$ cat src/include/frame_params.svh
`ifndef FRAME_PARAMS_SVH
`define FRAME_PARAMS_SVH

////////////////////////////////////////
// frame geometry

// pixels per row
`define FRAME_WIDTH 4
// rows per frame
`define FRAME_HEIGHT 3

////////////////////////////////////////
// pair buffer

// 8 entries
`define FIFO_DEPTH_LOG2 3

////////////////////////////////////////
// frame marker, "BIVFRAME", sent msb first
`define FRAME_MAGIC 64'h42_49_56_46_52_41_4D_45
`define MAGIC_BYTES 8

`endif

$ cat src/source/frame_pkg.sv
package frame_pkg;

    ////////////////////////////////////////
    // data widths

    // one channel, one pixel
    typedef logic [7:0] pixel_t;

    // column or row index
    typedef logic [15:0] coord_t;

    // buffer word: [16] frame start tag, [15:8] channel 0, [7:0] channel 1
    typedef logic [16:0] pair_entry_t;

    ////////////////////////////////////////
    // serializer FSM
    typedef enum logic [1:0] {
        SEEK,
        MARKER,
        CH0,
        CH1
    } ser_state_e;

endpackage

$ cat src/source/pixel_position_tracker.sv
`include "frame_params.svh"

module pixel_position_tracker (
    input  logic                   core_clk,
    input  logic                   sys_reset,
    input  frame_pkg::pixel_t      ch0_i,
    input  frame_pkg::pixel_t      ch1_i,
    input  logic                   pix_valid_i,
    input  logic                   sof_i,
    output frame_pkg::pair_entry_t entry_o,
    output logic                   push_o
);
    localparam frame_pkg::coord_t COL_LAST = frame_pkg::coord_t'(`FRAME_WIDTH - 1);
    localparam frame_pkg::coord_t ROW_LAST = frame_pkg::coord_t'(`FRAME_HEIGHT - 1);

    // position of the next pair to arrive
    frame_pkg::coord_t col;
    frame_pkg::coord_t row;

    // position of the pair on the inputs right now
    frame_pkg::coord_t col_here;
    frame_pkg::coord_t row_here;

    logic synced;
    logic at_origin;

    // sof pulls the current pair back to the origin
    assign col_here  = sof_i ? '0 : col;
    assign row_here  = sof_i ? '0 : row;
    assign at_origin = (col_here == '0) && (row_here == '0);

    always_ff @(posedge core_clk) begin
        if (sys_reset) begin
            col    <= '0;
            row    <= '0;
            synced <= 1'b0;
            push_o <= 1'b0;
        end else begin
            push_o <= pix_valid_i;
            if (pix_valid_i) begin
                // tagging only starts once a real frame start was seen
                if (sof_i) begin
                    synced <= 1'b1;
                end
                if (col_here == COL_LAST) begin
                    col <= '0;
                    row <= (row_here == ROW_LAST) ? '0 : row_here + 1'b1;
                end else begin
                    col <= col_here + 1'b1;
                    row <= row_here;
                end
            end
        end
    end

    always_ff @(posedge core_clk) begin
        if (pix_valid_i) begin
            entry_o <= {at_origin && (synced || sof_i), ch0_i, ch1_i};
        end
    end
endmodule

$ cat src/source/pair_fifo.sv
`include "frame_params.svh"

module pair_fifo (
    input  logic                   core_clk,
    input  logic                   sys_reset,
    input  logic                   push_i,
    input  frame_pkg::pair_entry_t entry_i,
    input  logic                   pop_i,
    output frame_pkg::pair_entry_t head_o,
    output logic                   not_empty_o,
    output logic                   overflow_o
);
    localparam int DEPTH = 1 << `FIFO_DEPTH_LOG2;

    frame_pkg::pair_entry_t mem [DEPTH];

    logic [`FIFO_DEPTH_LOG2-1:0] wr_ptr;
    logic [`FIFO_DEPTH_LOG2-1:0] rd_ptr;
    logic [`FIFO_DEPTH_LOG2:0]   count;

    logic full;
    logic do_push;
    logic do_pop;

    assign full        = (count == DEPTH[`FIFO_DEPTH_LOG2:0]);
    assign not_empty_o = (count != '0);

    // a pop in the same cycle frees the slot for the push
    assign do_push = push_i && (!full || pop_i);
    assign do_pop  = pop_i && not_empty_o;

    // show-ahead, oldest entry always visible
    assign head_o = mem[rd_ptr];

    always_ff @(posedge core_clk) begin
        if (do_push) begin
            mem[wr_ptr] <= entry_i;
        end
    end

    always_ff @(posedge core_clk) begin
        if (sys_reset) begin
            wr_ptr     <= '0;
            rd_ptr     <= '0;
            count      <= '0;
            overflow_o <= 1'b0;
        end else begin
            if (do_push) begin
                wr_ptr <= wr_ptr + 1'b1;
            end
            if (do_pop) begin
                rd_ptr <= rd_ptr + 1'b1;
            end
            count <= count + do_push - do_pop;
            // sticky until reset
            if (push_i && full && !pop_i) begin
                overflow_o <= 1'b1;
            end
        end
    end
endmodule

$ cat src/source/frame_serializer.sv
`include "frame_params.svh"

module frame_serializer (
    input  logic                   core_clk,
    input  logic                   sys_reset,
    input  frame_pkg::pair_entry_t head_i,
    input  logic                   not_empty_i,
    input  logic                   stall_i,
    output logic                   pop_o,
    output frame_pkg::pixel_t      byte_o,
    output logic                   byte_valid_o
);
    localparam int IDX_W = $clog2(`MAGIC_BYTES);
    localparam logic [IDX_W-1:0] IDX_LAST = IDX_W'(`MAGIC_BYTES - 1);
    localparam logic [63:0] MAGIC = `FRAME_MAGIC;

    frame_pkg::ser_state_e state;
    frame_pkg::ser_state_e state_next;

    logic [IDX_W-1:0] byte_idx;
    logic             marker_sent;

    logic              head_tag;
    frame_pkg::pixel_t head_ch0;
    frame_pkg::pixel_t head_ch1;
    frame_pkg::pixel_t marker_byte;

    assign head_tag = head_i[16];
    assign head_ch0 = head_i[15:8];
    assign head_ch1 = head_i[7:0];

    // msb first
    assign marker_byte = MAGIC[8 * (`MAGIC_BYTES - 1 - int'(byte_idx)) +: 8];

    ////////////////////////////////////////
    // next state and outputs
    always_comb begin
        state_next   = state;
        pop_o        = 1'b0;
        byte_valid_o = 1'b0;
        byte_o       = head_ch0;
        if (!stall_i) begin
            case (state)
                frame_pkg::SEEK: begin
                    // drop everything until a frame start shows up
                    if (not_empty_i) begin
                        if (head_tag) begin
                            state_next = frame_pkg::MARKER;
                        end else begin
                            pop_o = 1'b1;
                        end
                    end
                end
                frame_pkg::MARKER: begin
                    byte_valid_o = 1'b1;
                    byte_o       = marker_byte;
                    if (byte_idx == IDX_LAST) begin
                        state_next = frame_pkg::CH0;
                    end
                end
                frame_pkg::CH0: begin
                    // tagged head not yet announced gets its marker first
                    if (not_empty_i) begin
                        if (head_tag && !marker_sent) begin
                            state_next = frame_pkg::MARKER;
                        end else begin
                            byte_valid_o = 1'b1;
                            state_next   = frame_pkg::CH1;
                        end
                    end
                end
                frame_pkg::CH1: begin
                    byte_valid_o = 1'b1;
                    byte_o       = head_ch1;
                    pop_o        = not_empty_i;
                    state_next   = frame_pkg::CH0;
                end
                default: begin
                    state_next = frame_pkg::SEEK;
                end
            endcase
        end
    end

    ////////////////////////////////////////
    // state, marker index and marker flag
    always_ff @(posedge core_clk) begin
        if (sys_reset) begin
            state       <= frame_pkg::SEEK;
            byte_idx    <= '0;
            marker_sent <= 1'b0;
        end else begin
            state <= state_next;
            if (!stall_i && state == frame_pkg::MARKER) begin
                if (byte_idx == IDX_LAST) begin
                    byte_idx    <= '0;
                    marker_sent <= 1'b1;
                end else begin
                    byte_idx <= byte_idx + 1'b1;
                end
            end
            if (pop_o) begin
                marker_sent <= 1'b0;
            end
        end
    end
endmodule

$ cat src/source/frame_streamer.sv
module frame_streamer (
    input  logic              core_clk,
    input  logic              sys_reset,
    input  frame_pkg::pixel_t ch0_i,
    input  frame_pkg::pixel_t ch1_i,
    input  logic              pix_valid_i,
    input  logic              sof_i,
    input  logic              stall_i,
    output frame_pkg::pixel_t byte_o,
    output logic              byte_valid_o,
    output logic              overflow_o
);
    // tracker to buffer
    frame_pkg::pair_entry_t trk_entry;
    logic                   trk_push;

    // buffer to serializer
    frame_pkg::pair_entry_t fifo_head;
    logic                   fifo_not_empty;
    logic                   ser_pop;

    pixel_position_tracker tracker0 (
        .core_clk   (core_clk),
        .sys_reset  (sys_reset),
        .ch0_i      (ch0_i),
        .ch1_i      (ch1_i),
        .pix_valid_i(pix_valid_i),
        .sof_i      (sof_i),
        .entry_o    (trk_entry),
        .push_o     (trk_push)
    );

    pair_fifo fifo0 (
        .core_clk   (core_clk),
        .sys_reset  (sys_reset),
        .push_i     (trk_push),
        .entry_i    (trk_entry),
        .pop_i      (ser_pop),
        .head_o     (fifo_head),
        .not_empty_o(fifo_not_empty),
        .overflow_o (overflow_o)
    );

    frame_serializer serializer0 (
        .core_clk    (core_clk),
        .sys_reset   (sys_reset),
        .head_i      (fifo_head),
        .not_empty_i (fifo_not_empty),
        .stall_i     (stall_i),
        .pop_o       (ser_pop),
        .byte_o      (byte_o),
        .byte_valid_o(byte_valid_o)
    );
endmodule

$ cat config.mk
export PLATFORM = sky130hd
export DESIGN_NAME = frame_streamer
export DESIGN_NICKNAME = d
export VERILOG_FILES = /design/src/source/frame_pkg.sv /design/src/source/pixel_position_tracker.sv /design/src/source/pair_fifo.sv /design/src/source/frame_serializer.sv /design/src/source/frame_streamer.sv
export VERILOG_INCLUDE_DIRS = /design/src /design/src/include
export SDC_FILE = /design/constraint.sdc
export NUM_CORES = 1
export LEC_CHECK = 0
export ABC_CLOCK_PERIOD_IN_PS = 6800
export BUFFER_PORTS_ARGS = -buffer_cell sky130_fd_sc_hd__buf_2
export CAP_MARGIN = 20
export CORE_ASPECT_RATIO = 0.9
export CORE_MARGIN = 3
export CORE_UTILIZATION = 60
export CTS_BUF_LIST = sky130_fd_sc_hd__clkbuf_4 sky130_fd_sc_hd__clkbuf_8
export CTS_CLUSTER_DIAMETER = 50
export DETAILED_ROUTE_END_ITERATION = 8
export PLACE_DENSITY = 0.84
export SETUP_SLACK_MARGIN = 0.05
export SYNTH_ARGS = -nofsm -noshare
export SYNTH_HDL_FRONTEND = slang
export SYNTH_HIERARCHICAL = 1
export SYNTH_SLANG_ARGS = --single-unit
$ cat constraint.sdc
create_clock -name core_clk -period 6.8 [get_ports core_clk]
set_clock_uncertainty 0.15 [all_clocks]
set_input_delay 0.68 -clock core_clk [delete_from_list [all_inputs] [get_ports core_clk]]
set_output_delay 0.68 -clock core_clk [all_outputs]
set_load 0.01 [all_outputs]
# After elaboration in Yosys (flattened, before gate mapping)
# Memories as Yosys holds them, arrays and structs flattened. A register that Yosys moved wholly into a read port is not among the register bits.
# Cells that the tools add are included.
# totals
mem_count,1
word_cells,83
ramBits,136
in_bits,21
reg_bits,68
# op_classes
add_sub_neg,8
n_reduce_logical,23
shifts,1
eq_ne,11
bitwise,1
muxes,26
# mem_list
memory,words,width,read_ports,rd_ports_with_merged_regs,write_ports,line_no,text
fifo0.mem,8,17,1,1,1,pair_fifo.sv:15,frame_pkg::pair_entry_t mem [DEPTH];
# ops
cell,count
$mux 16,5
$shiftx 64x32->8 const A,1
$add 16x1->16 const B,2
$eq 16x2->1 const B,2
$logic_not 16->1,2
$pmux 8 s2,1
$mux 2,5
$add 3x1->3 const B,3
$mux 3,3
$logic_and 1x1->1,8
$mux 1,8
$mux 8,1
$ne 2x2->1 const B,4
$pmux 2 s4,1
$reduce_and 5->1,1
$add 4x1->4,1
$eq 2x2->1 const B,2
$eq 4x4->1 const B,1
$logic_not 1->1,4
$pmux 1 s2,2
$reduce_and 2->1,2
$reduce_bool 4->1,1
$reduce_or 2->1,2
$sub 3x3->4 const A,1
other kinds (6),7

# Logic depth before layout (Yosys ltp)
# Gate-level depths: netlist of run 1.
# depth
depth_word,8
depth_mapped,15

# Modules after synthesis
# Netlist of run 1, hierarchy kept.
# by_module_without_submodules
module,cells_per_inst,area_each_um2,instances,seq_area_each_um2
pair_fifo,280,5914.4,1,4364.2
pixel_position_tracker,282,2555.0,1,1191.1
frame_serializer,79,671.9,1,120.1

# Worst setup path before layout of run 1
# Ideal clock, no wire load.
# synth_timing
kind,register to register
start,register (tool-made name)
end,memory fifo0/mem[0][0] in the netlist's numbering (enable)
synth_period_minus_slack_ns,4.242
setup_slack_ns,2.558
path_stages_with_launch,10
n_path_buf,2
arrival_ns,3.657
cell_sequence,dfxtp_1 > buf_6 > buf_6 > mux4_2 > mux2_2 > nor2b_1 > o211a_1 > or4b_4 > nand2_1 > nor4_1
# synth_rtl
item,line_no
to (decl),pair_fifo.sv:15

==> results of run 1 <==
layout by cell type (no fill, tap or decap), types with 5 or more instances in the layout:
cell / count
edfxtp_1: 153
dfxtp_1: 53
nand2_1: 37
clkbuf_8: 35
nor2_1: 31
buf_2: 30
inv_1: 29
o21ai_0: 28
a21oi_1: 28
mux4_1: 24
ha_1: 22
mux2_2: 20
nand3_1: 16
nor2b_1: 15
nor4_1: 12
clkbuf_4: 11
mux4_2: 10
buf_4: 10
a31oi_1: 8
nand2b_1: 7
nand4_1: 7
clkinv_1: 6
nor3_1: 6
a41oi_1: 6
clkinv_2: 5
a22oi_1: 5
o21ai_1: 5
mux2i_1: 5
o2bb2ai_1: 5
and3_1: 5
metrics by stage:
| step | area, um2 | total power, mW | instances |
|---|---|---|---|
| global route | 10200 | 2.93 | 910 |
| detailed placement | 9480 | 1.75 | 849 |
| global placement | 9480 | 1.73 | 849 |
| finish | 10200 | 2.82 | 910 |
| floorplan | 9140 | 1.66 | 641 |
| CTS | 10200 | 2.84 | 910 |
sequential cells by signal, indices dropped and copies added, names as in the netlist, 2 cells and up, named ones only:
name	flops
fifo0/count	4
fifo0/mem	136
fifo0/rd_ptr	3
fifo0/wr_ptr	3
serializer0/byte_idx	3
serializer0/state	2
tracker0/col	16
tracker0/entry_o	17
tracker0/row	16
kinds of logic after synthesis:
group                      share of synthesized area
and+or+nand+nor                                0.102
buffers and inverters                         0.0293
DFF                                            0.621
muxes                                          0.125
AOI/OAI and AO/OA                             0.0883
xor gates and xnor gates                     0.00192
adders and majority gates                     0.0323
worst reg2reg max path, stage by stage (launching register included):
cell	delay, ps
dfxtp_2	1020
mux4_1	650
mux2_2	290
nor2b_1	160
o211a_1	280
or4b_4	190
nand2_1	180
ha_1	360
inv_1	60
ha_1	150
inv_1	60
fa_1	370
xor2_1	180
nor2_1	60
final timing paths:
path	end	depth (start not counted)	from	slack [ps]
worst max-delay path	fifo0/count[2]$_SDFF_PP0_	13	flop	2530
worst min-delay path	tracker0/entry_o[5]$_DFFE_PP_	1	ch1_i[5]	180
worst min register to register	tracker0/synced$_SDFFE_PP0P_	2	tracker0/synced$_SDFFE_PP0P_	350
worst max register to register	fifo0/count[2]$_SDFF_PP0_	13	flop	2530
Yosys cell counts (10+ instances only):
| master | n |
|---|---|
| mux2_2 | 20 |
| nor3_1 | 10 |
| o21ai_0 | 28 |
| mux4_2 | 10 |
| nor4_1 | 13 |
| clkbuf_1 | 22 |
| nor2_1 | 31 |
| inv_1 | 29 |
| nand2_1 | 37 |
| dfxtp_1 | 54 |
| mux4_1 | 24 |
| nor2b_1 | 15 |
| ha_1 | 22 |
| nand3_1 | 16 |
| a21oi_1 | 28 |
| edfxtp_1 | 153 |
final cells by class:
| type | count | area, um2 | share of cell area |
|---|---|---|---|
| clock inverters | 15 | 126 | 0.0124 |
| multi-input cells | 375 | 3220 | 0.317 |
| inverters | 29 | 109 | 0.0107 |
| flip-flops and latches | 207 | 5680 | 0.558 |
| repair buffers | 40 | 225 | 0.0221 |
| well taps | 198 | 248 | 0.0244 |
| clock buffers | 46 | 564 | 0.0555 |
layer usage:
metal  vias to the layer above  global-route usage  routed length [um]
met2                       280               0.384                9400
li1                       2614                   -                   -
met5                         -                   0                   0
met1                      2843               0.318                7840
met3                        51              0.0521                1500
met4                         0              0.0863                 462
power breakdown:
group | switching [mW] | total, mW | internal (mW)
clock network | 0.473 | 1.09 | 0.620
registers | 0.0462 | 1.45 | 1.41
logic | 0.154 | 0.276 | 0.122
==> impl_metrics.tcl, run 1 <==
set metrics [dict create \
    clkSinkCount 207 \
    h-tree-depth 2 \
    synthFlopType "edfxtp_1" \
    tns_ps 0 \
    fmax_mhz 234 \
    antenna_left 0 \
    clock_path_buffers 3 \
    grt_start_max_net_pins 42 \
    hold_viol_final 0 \
    required_ps 7020 \
    synth_seq_area_share 0.621 \
    synth_cells 641 \
    grt_antenna_before_repair 0 \
    core_area_um2 14800 \
    hp-class "input pin to flop" \
    hpwl_um 11600 \
    drive_above_1_share 0.204 \
    worst-setup-path-type "flop to flop" \
    ys_types 69 \
    period_share 0.628 \
    globalplace.congestion 0.885 \
    clkTransAtPathRegs_ps 60 \
    drv_slew 0 \
    vias_per_cell 6.36 \
    vdd_ir_drop_max_v 0.000254 \
    syn_to_final_growth_pct 11.3 \
    cp.arrival_ps 4490 \
    detail_route.wl_per_cell_um 21.1 \
    cts_resized 0 \
    cts_tree "built" \
    worst_slew_pin_slew_ps 1050 \
    avgSynthCellArea_um2 14.3 \
    cpPeakStageDelay_ps 1020 \
    cts_root_buf "clkbuf_8" \
    first_pass_iters 6 \
    synth_area_um2 9140 \
    hold_buffers 0 \
    finalNetCount 731 \
    synth.largest_area_cell "edfxtp_1" \
    place_ws_ps 2590 \
    startpoint_type "flop" \
    async_reset_ff_frac 0 \
    totalWireLength_um 19200 \
    outcome "completed" \
    synth_seq_cells 207 \
    slowest_stage "dfxtp_2" \
    vias 5788 \
    critPathTopFamily "flip-flops" \
    die_h_um 123 \
    synth_top_area_frac 0.503 \
    grt_overflow 0 \
    grt_pass1_wl_um 30500 \
    drtIter0Drc 776 \
    syn_nets 685 \
    final_util 0.687 \
    slew_headroom 0.297 \
    ys_top_cells_by_area "edfxtp_1 50%, dfxtp_1 12%, mux4_1 6.9%" \
    setup_viol 0 \
    grt_util_all_layers 0.236 \
    antennaDiodeCount 0 \
    rsz0062_at_grt "false" \
    crit_buf_inv 2 \
    die-area_um2 16800 \
    port_buffers 30 \
    initial_core_util 0.617 \
    num_io_pins 31 \
    drcViolationCount 0 \
    cts_made_buffers 34 \
    cap_viol_max_count 0 \
    cp_max_fo 34 \
    power_density_nw_per_um2 277 \
    cts_setup_buffers 0 \
    clk-insertion-delay-late_ps 530 \
    synth-edff-count 153 \
    p_leak_nw 3.43 \
    core.rowCount 42 \
    n_fill_cell 982 \
    fin_ws_ps 2530 \
    fin_hold_ws_ps 181 \
    fin_crit_ps 4270 \
    crit_chain "mux4_1 -> mux2_2 -> nor2b_1 -> o211a_1 -> or4b_4 -> nand2_1 -> ha_1 -> inv_1 -> ha_1 -> inv_1 -> fa_1 -> xor2_1 -> nor2_1" \
    grt_pass1_vias 5788 \
    ys_warn_count 6 \
    end_kind "flop" \
    die_x_um 136 \
]
Note: power is estimated with default switching activity, not from simulation.
==> run 2: changes to the inputs <==
--- a/config.mk
+++ b/config.mk
@@ -6,7 +6,7 @@
 export SDC_FILE = /design/constraint.sdc
 export NUM_CORES = 1
 export LEC_CHECK = 0
-export ABC_CLOCK_PERIOD_IN_PS = 6800
+export ABC_CLOCK_PERIOD_IN_PS = 4300
 export BUFFER_PORTS_ARGS = -buffer_cell sky130_fd_sc_hd__buf_2
 export CAP_MARGIN = 20
 export CORE_ASPECT_RATIO = 0.9
==> constraint.sdc (replaced) <==
create_clock -name core_clk -period 4.3 [get_ports core_clk]
set_clock_uncertainty 0.15 [all_clocks]
set_input_delay 0.43 -clock core_clk [delete_from_list [all_inputs] [get_ports core_clk]]
set_output_delay 0.43 -clock core_clk [all_outputs]
set_load 0.01 [all_outputs]
==> run 2 against run 1 <==
Net effect: worst setup slack got worse by 1900 ps; sequential cell count unchanged; critical path depth unchanged; final area increased by 1.6%; register-to-register slack got worse by 1900 ps; via count increased by 2.8%; sequential power increased by 57%; worst hold slack got worse by 39 ps; critical endpoint unchanged; combinational power increased by 73%; count of clock-buffer cells in the layout decreased by 3; die area unchanged; cell count increased by 2.1%.
==> impl_metrics.tcl, run 2 (synthesis gave the netlist of run 1 again) <==
set metrics [dict create \
    fin_crit_ps 3660 \
    p_leak_nw 3.51 \
    worstRegToRegCells 13 \
    reg2reg_slack_ps 640 \
    worst_slew_pin_slew_ps 848 \
    core_area_um2 14800 \
    outcome "completed" \
    totalWireLength_um 19900 \
    clk-insertion-delay-late_ps 580 \
    setup.worst_path.end "fifo0/count[2]$_SDFF_PP0_" \
    vias 5951 \
    cp.arrival_ps 3910 \
    clkTransAtPathRegs_ps 60 \
    cap_viol_max_count 0 \
    port_buffers 30 \
    hp-class "input pin to flop" \
    cts_root_buf "clkbuf_8" \
    die-area_um2 16800 \
    globalplace.congestion 0.915 \
    detail_route.wl_per_cell_um 21.4 \
    cp_max_fo 9 \
    vdd_ir_drop_max_v 0.000378 \
    grt_overflow 0 \
    h-tree-depth 1 \
    period_share 0.851 \
    max_flop_register "fifo0/mem" \
    grt_antenna_before_repair 0 \
    r2r-end "fifo0/count[2]$_SDFF_PP0_" \
    n_fill_cell 960 \
    startpoint_type "flop" \
    drcViolationCount 0 \
    setup_viol 0 \
    fmax_mhz 273 \
    final_common_cell "edfxtp_1" \
    worstHoldStart "sys_reset" \
    place_area_um2 9530 \
    p_total_mw 4.41 \
    initial_core_util 0.617 \
    drtIter0Drc 670 \
    top_regs "fifo0/mem (136), tracker0/entry_o (17)" \
    cts_tree "built" \
    clock_path_buffers 3 \
    final_cell_mix "153 x edfxtp_1, 53 x dfxtp_1, 37 x nand2_1" \
    grt_util_all_layers 0.245 \
    drive_above_1_share 0.202 \
    grt_start_max_net_pins 41 \
    clkSinkCount 207 \
    power_density_nw_per_um2 427 \
    antennaDiodeCount 0 \
    antenna_left 0 \
    tns_ps 0 \
    die_x_um 136 \
    cts_setup_buffers 0 \
    postLayoutCellArea_um2 10300 \
    syn_to_final_growth_pct 13.1 \
    finalNetCount 750 \
    grt_pass1_vias 5844 \
    core.rowCount 42 \
    final_util 0.697 \
    die_h_um 123 \
    vias_per_cell 6.41 \
    hpwl_um 11800 \
    required_ps 4560 \
    end_kind "flop" \
    grt_pass1_wl_um 31400 \
    largest_reg_flops 136 \
    first_pass_iters 6 \
    slew_headroom 0.429 \
    num_io_pins 31 \
    hold_viol_final 0 \
    drv_slew 0 \
    cts_made_buffers 31 \
    rsz0062_at_grt "false" \
    worst-setup-path-type "flop to flop" \
]
[run 2: cell count changes in the layout (fill, tap and decap cells not counted)]
cell           previous run  this run
buf_4                    10        16
clkbuf_8                 35        32
clkinv_2                  5         6
clkinvlp_4                1         0
dlygate4sd3_1             0        16
[run 2: report_power, final]
group	switching (mW)	leakage, nW	total, mW	internal, mW
Sequential	0.0606	1.83	2.28	2.22
Combinational	0.264	1.33	0.478	0.213
Clock	0.739	0.348	1.65	0.912
Total	1.06	3.51	4.41	3.35
[run 2: critical path: stages (launching register included)]
cell and delay [ps]:
dfxtp_2 510, mux4_1 600, mux2_2 290, nor2b_1 160
o211a_1 250, or4b_4 170, nand2_1 190, ha_1 360
inv_1 60, ha_1 150, inv_1 50, fa_1 370
xor2_1 150, nor2_1 60
[run 2: final cells by class]
class	count	area (um2)	share of cell area
Tap cell	198	248	0.0240
Clock buffer	43	523	0.0506
Inverter	29	109	0.0105
Multi-Input combinational cell	375	3220	0.312
Timing Repair Buffer	62	430	0.0416
Sequential cell	207	5680	0.549
Clock inverter	15	124	0.0120
[run 2: routing by layer]
layer / routed length [um] / GRT usage / vias up
met5: 0 / 0 / -
met3: 1600 / 0.0509 / 43
met2: 10100 / 0.416 / 336
met1: 7730 / 0.322 / 2907
li1: - / - / 2665
met4: 478 / 0.0775 / 0
[run 2: how the worst min path moves through the flow]
stage	depth (start not counted)	endpoint	slack (ps)
floorplan	2	tracker0/synced$_SDFFE_PP0P_	290
global placement	2	tracker0/synced$_SDFFE_PP0P_	310
detailed placement	2	fifo0/overflow_o$_SDFFE_PP0P_	320
CTS	2	tracker0/push_o$_SDFF_PP0_	90
global route	2	tracker0/push_o$_SDFF_PP0_	110
finish	2	tracker0/push_o$_SDFF_PP0_	140
[run 2: what timing repair did]
action | 4_1_cts | 5_1_grt
gates resized for setup | 0 | 0
hold buffers | 16 | 0
endpoints found under the hold margin | 16 | 0
[run 2: through the flow]
stage / hold WS, ps / setup slack (ps) / cells
floorplan: 286 / 57.9 / 641
global placement: 308 / 792 / 855
detailed placement: 323 / 684 / 855
CTS: 90.3 / 647 / 929
global route: 114 / 427 / 929
finish: 141 / 641 / 929
==> run 3: changes to the inputs <==
--- a/config.mk
+++ b/config.mk
@@ -6,7 +6,7 @@
 export SDC_FILE = /design/constraint.sdc
 export NUM_CORES = 1
 export LEC_CHECK = 0
-export ABC_CLOCK_PERIOD_IN_PS = 4300
+export ABC_CLOCK_PERIOD_IN_PS = 4090
 export BUFFER_PORTS_ARGS = -buffer_cell sky130_fd_sc_hd__buf_2
 export CAP_MARGIN = 20
 export CORE_ASPECT_RATIO = 0.9
==> constraint.sdc (replaced) <==
create_clock -name core_clk -period 4.09 [get_ports core_clk]
set_clock_uncertainty 0.15 [all_clocks]
set_input_delay 0.409 -clock core_clk [delete_from_list [all_inputs] [get_ports core_clk]]
set_output_delay 0.409 -clock core_clk [all_outputs]
set_load 0.01 [all_outputs]
==> run 3 against run 2 <==
Net effect: cell count up 0.22%; utilization rose by 0.28 points; worst hold slack worse by 15 ps; sequential cell count unchanged; die area did not move; worst setup slack got worse by 220 ps; count of clock-buffer cells in the layout is 3 higher; non-clock buffer count grew 2; register-to-register slack got worse by 220 ps; final area increased by 0.40%; global-route usage about the same; critical path depth unchanged; highest routed layer unchanged.
==> impl_metrics.tcl, run 3 (synthesis gave the netlist of run 1 again) <==
set metrics [dict create \
    outcome "completed" \
    hp-class "input pin to flop" \
    finalNonFillerCells 931 \
    share_seq_of_total_power 0.516 \
    cts_made_buffers 31 \
    cts_root_buf "clkbuf_8" \
    syn_to_final_growth_pct 13.5 \
    grt_antenna_before_repair 0 \
    finalNetCount 752 \
    required_ps 4360 \
    slew_headroom 0.439 \
    cap_viol_max_count 0 \
    worstHoldStart "sys_reset" \
    cts_resized 0 \
    drtIter0Drc 622 \
    drcViolationCount 0 \
    holdPathStages 2 \
    globalplace.congestion 0.896 \
    first_pass_iters 5 \
    worst-setup-path-type "flop to flop" \
    core.rowCount 42 \
    detail_route.wl_per_cell_um 21.3 \
    vias_per_cell 6.40 \
    grt_util_all_layers 0.245 \
    cts_tree "built" \
    clkTransAtPathRegs_ps 60 \
    num_io_pins 31 \
    r2r-end "fifo0/count[2]$_SDFF_PP0_" \
    cts_setup_buffers 0 \
    switchingPower_mw 1.09 \
    clock_path_buffers 3 \
    clkSinkCount 207 \
    comb_power_share 0.108 \
    power_density_nw_per_um2 448 \
    cp_max_fo 9 \
    antenna_left 0 \
    hpwl_um 12200 \
    dp.cells 857 \
    die_x_um 136 \
    worst_slew_pin_slew_ps 833 \
    drive_above_1_share 0.202 \
    setup_viol 0 \
    n_fill_cell 964 \
    rsz0062_at_grt "false" \
    vdd_ir_drop_max_v 0.000294 \
    holdPathEnd "tracker0/push_o$_SDFF_PP0_" \
    largest_reg_flops 136 \
    die_h_um 123 \
    final_cell_mix "153 x edfxtp_1, 53 x dfxtp_1, 37 x nand2_1" \
    place_ws_ps 473 \
    port_buffers 30 \
    clk-insertion-delay-late_ps 560 \
    period_share 0.896 \
    vias 5954 \
    fin_ws_ps 424 \
    totalWireLength_um 19800 \
    drv_slew 0 \
    die-area_um2 16800 \
    p_int_mw 3.56 \
    postLayoutCellArea_um2 10400 \
    grt_overflow 0 \
    final_common_cell "edfxtp_1" \
    top_regs "fifo0/mem (136), tracker0/entry_o (17)" \
    grt_start_max_net_pins 41 \
    hold_viol_final 0 \
    initial_core_util 0.617 \
    p_leak_nw 3.52 \
    fmax_mhz 273 \
    clkPwrFrac 0.376 \
    place_area_um2 9550 \
    startpoint_type "flop" \
    grt_pass1_wl_um 31600 \
    core_area_um2 14800 \
    h-tree-depth 1 \
    max_flop_register "fifo0/mem" \
    cp.arrival_ps 3930 \
    reg2reg_slack_ps 420 \
    tns_ps 0 \
    netSwitchingFraction 0.235 \
    end_kind "flop" \
    worstRegToRegCells 13 \
    grt_pass1_vias 5995 \
    antennaDiodeCount 0 \
    fin_crit_ps 3670 \
]
[run 3: worst max-delay path by stage]
| stage | from | end | slack [ps] | depth (start not counted) |
|---|---|---|---|---|
| CTS | flop | fifo0/count[2]$_SDFF_PP0_ | 440 | 13 |
| finish | flop | fifo0/count[2]$_SDFF_PP0_ | 420 | 13 |
| floorplan | flop | fifo0/mem[2][0]$_DFFE_PP_ | 270 | 9 |
| global route | flop | fifo0/count[2]$_SDFF_PP0_ | 230 | 13 |
| global placement | flop | fifo0/count[2]$_SDFF_PP0_ | 640 | 13 |
| detailed placement | flop | fifo0/count[2]$_SDFF_PP0_ | 470 | 13 |
[run 3: repair_timing]
| action | CTS | global route |
|---|---|---|
| endpoints found under the setup margin | 0 | 0 |
| hold buffers | 16 | 0 |
| endpoints found under the hold margin | 16 | 0 |
[run 3: critical path: stages (launching register included)]
cell and delay (ps):
dfxtp_1 560, mux4_2 270, mux2_2 160, nor2b_1 60
o211a_1 280, or4b_4 580, nand2_1 310, ha_1 300
inv_1 60, ha_1 150, inv_1 60, fa_1 370
xor2_1 170, nor2_1 60
[run 3: per-layer routing]
layer	GRT usage	vias to the layer above	wire length [um]
li1	-	2669	-
met1	0.325	2934	7900
met2	0.406	302	9810
met3	0.0509	49	1480
met4	0.0888	0	607
met5	0	-	0
[run 3: area by class of cell]
type,count,area [um2],share of cell area
clock buffer,46,558,0.0538
clock inverter,12,106,0.0102
inverter,29,109,0.0105
multi-input combinational,375,3230,0.312
sequential,207,5680,0.547
tap,198,248,0.0239
timing repair buffer,64,445,0.0429
[run 3: power groups by stage]
stage	Combinational (mW)	Clock (mW)	Sequential, mW
3_5_place_dp	0.479	0	2.44
4_1_cts	0.498	1.78	2.40
2_1_floorplan	0.336	0	2.42
6_report	0.504	1.75	2.40
3_3_place_gp	0.457	0	2.43
5_1_grt	0.549	1.88	2.41
[run 3: stage by stage]
| step | hold WS (ps) | power [mW] | util |
|---|---|---|---|
| after floorplan | 286 | 2.76 | - |
| after global placement | 304 | 2.89 | 0.645 |
| after detailed placement | 314 | 2.92 | 0.645 |
| after CTS | 78.7 | 4.67 | 0.700 |
| after global routing | 123 | 4.84 | 0.700 |
| final | 126 | 4.65 | 0.700 |
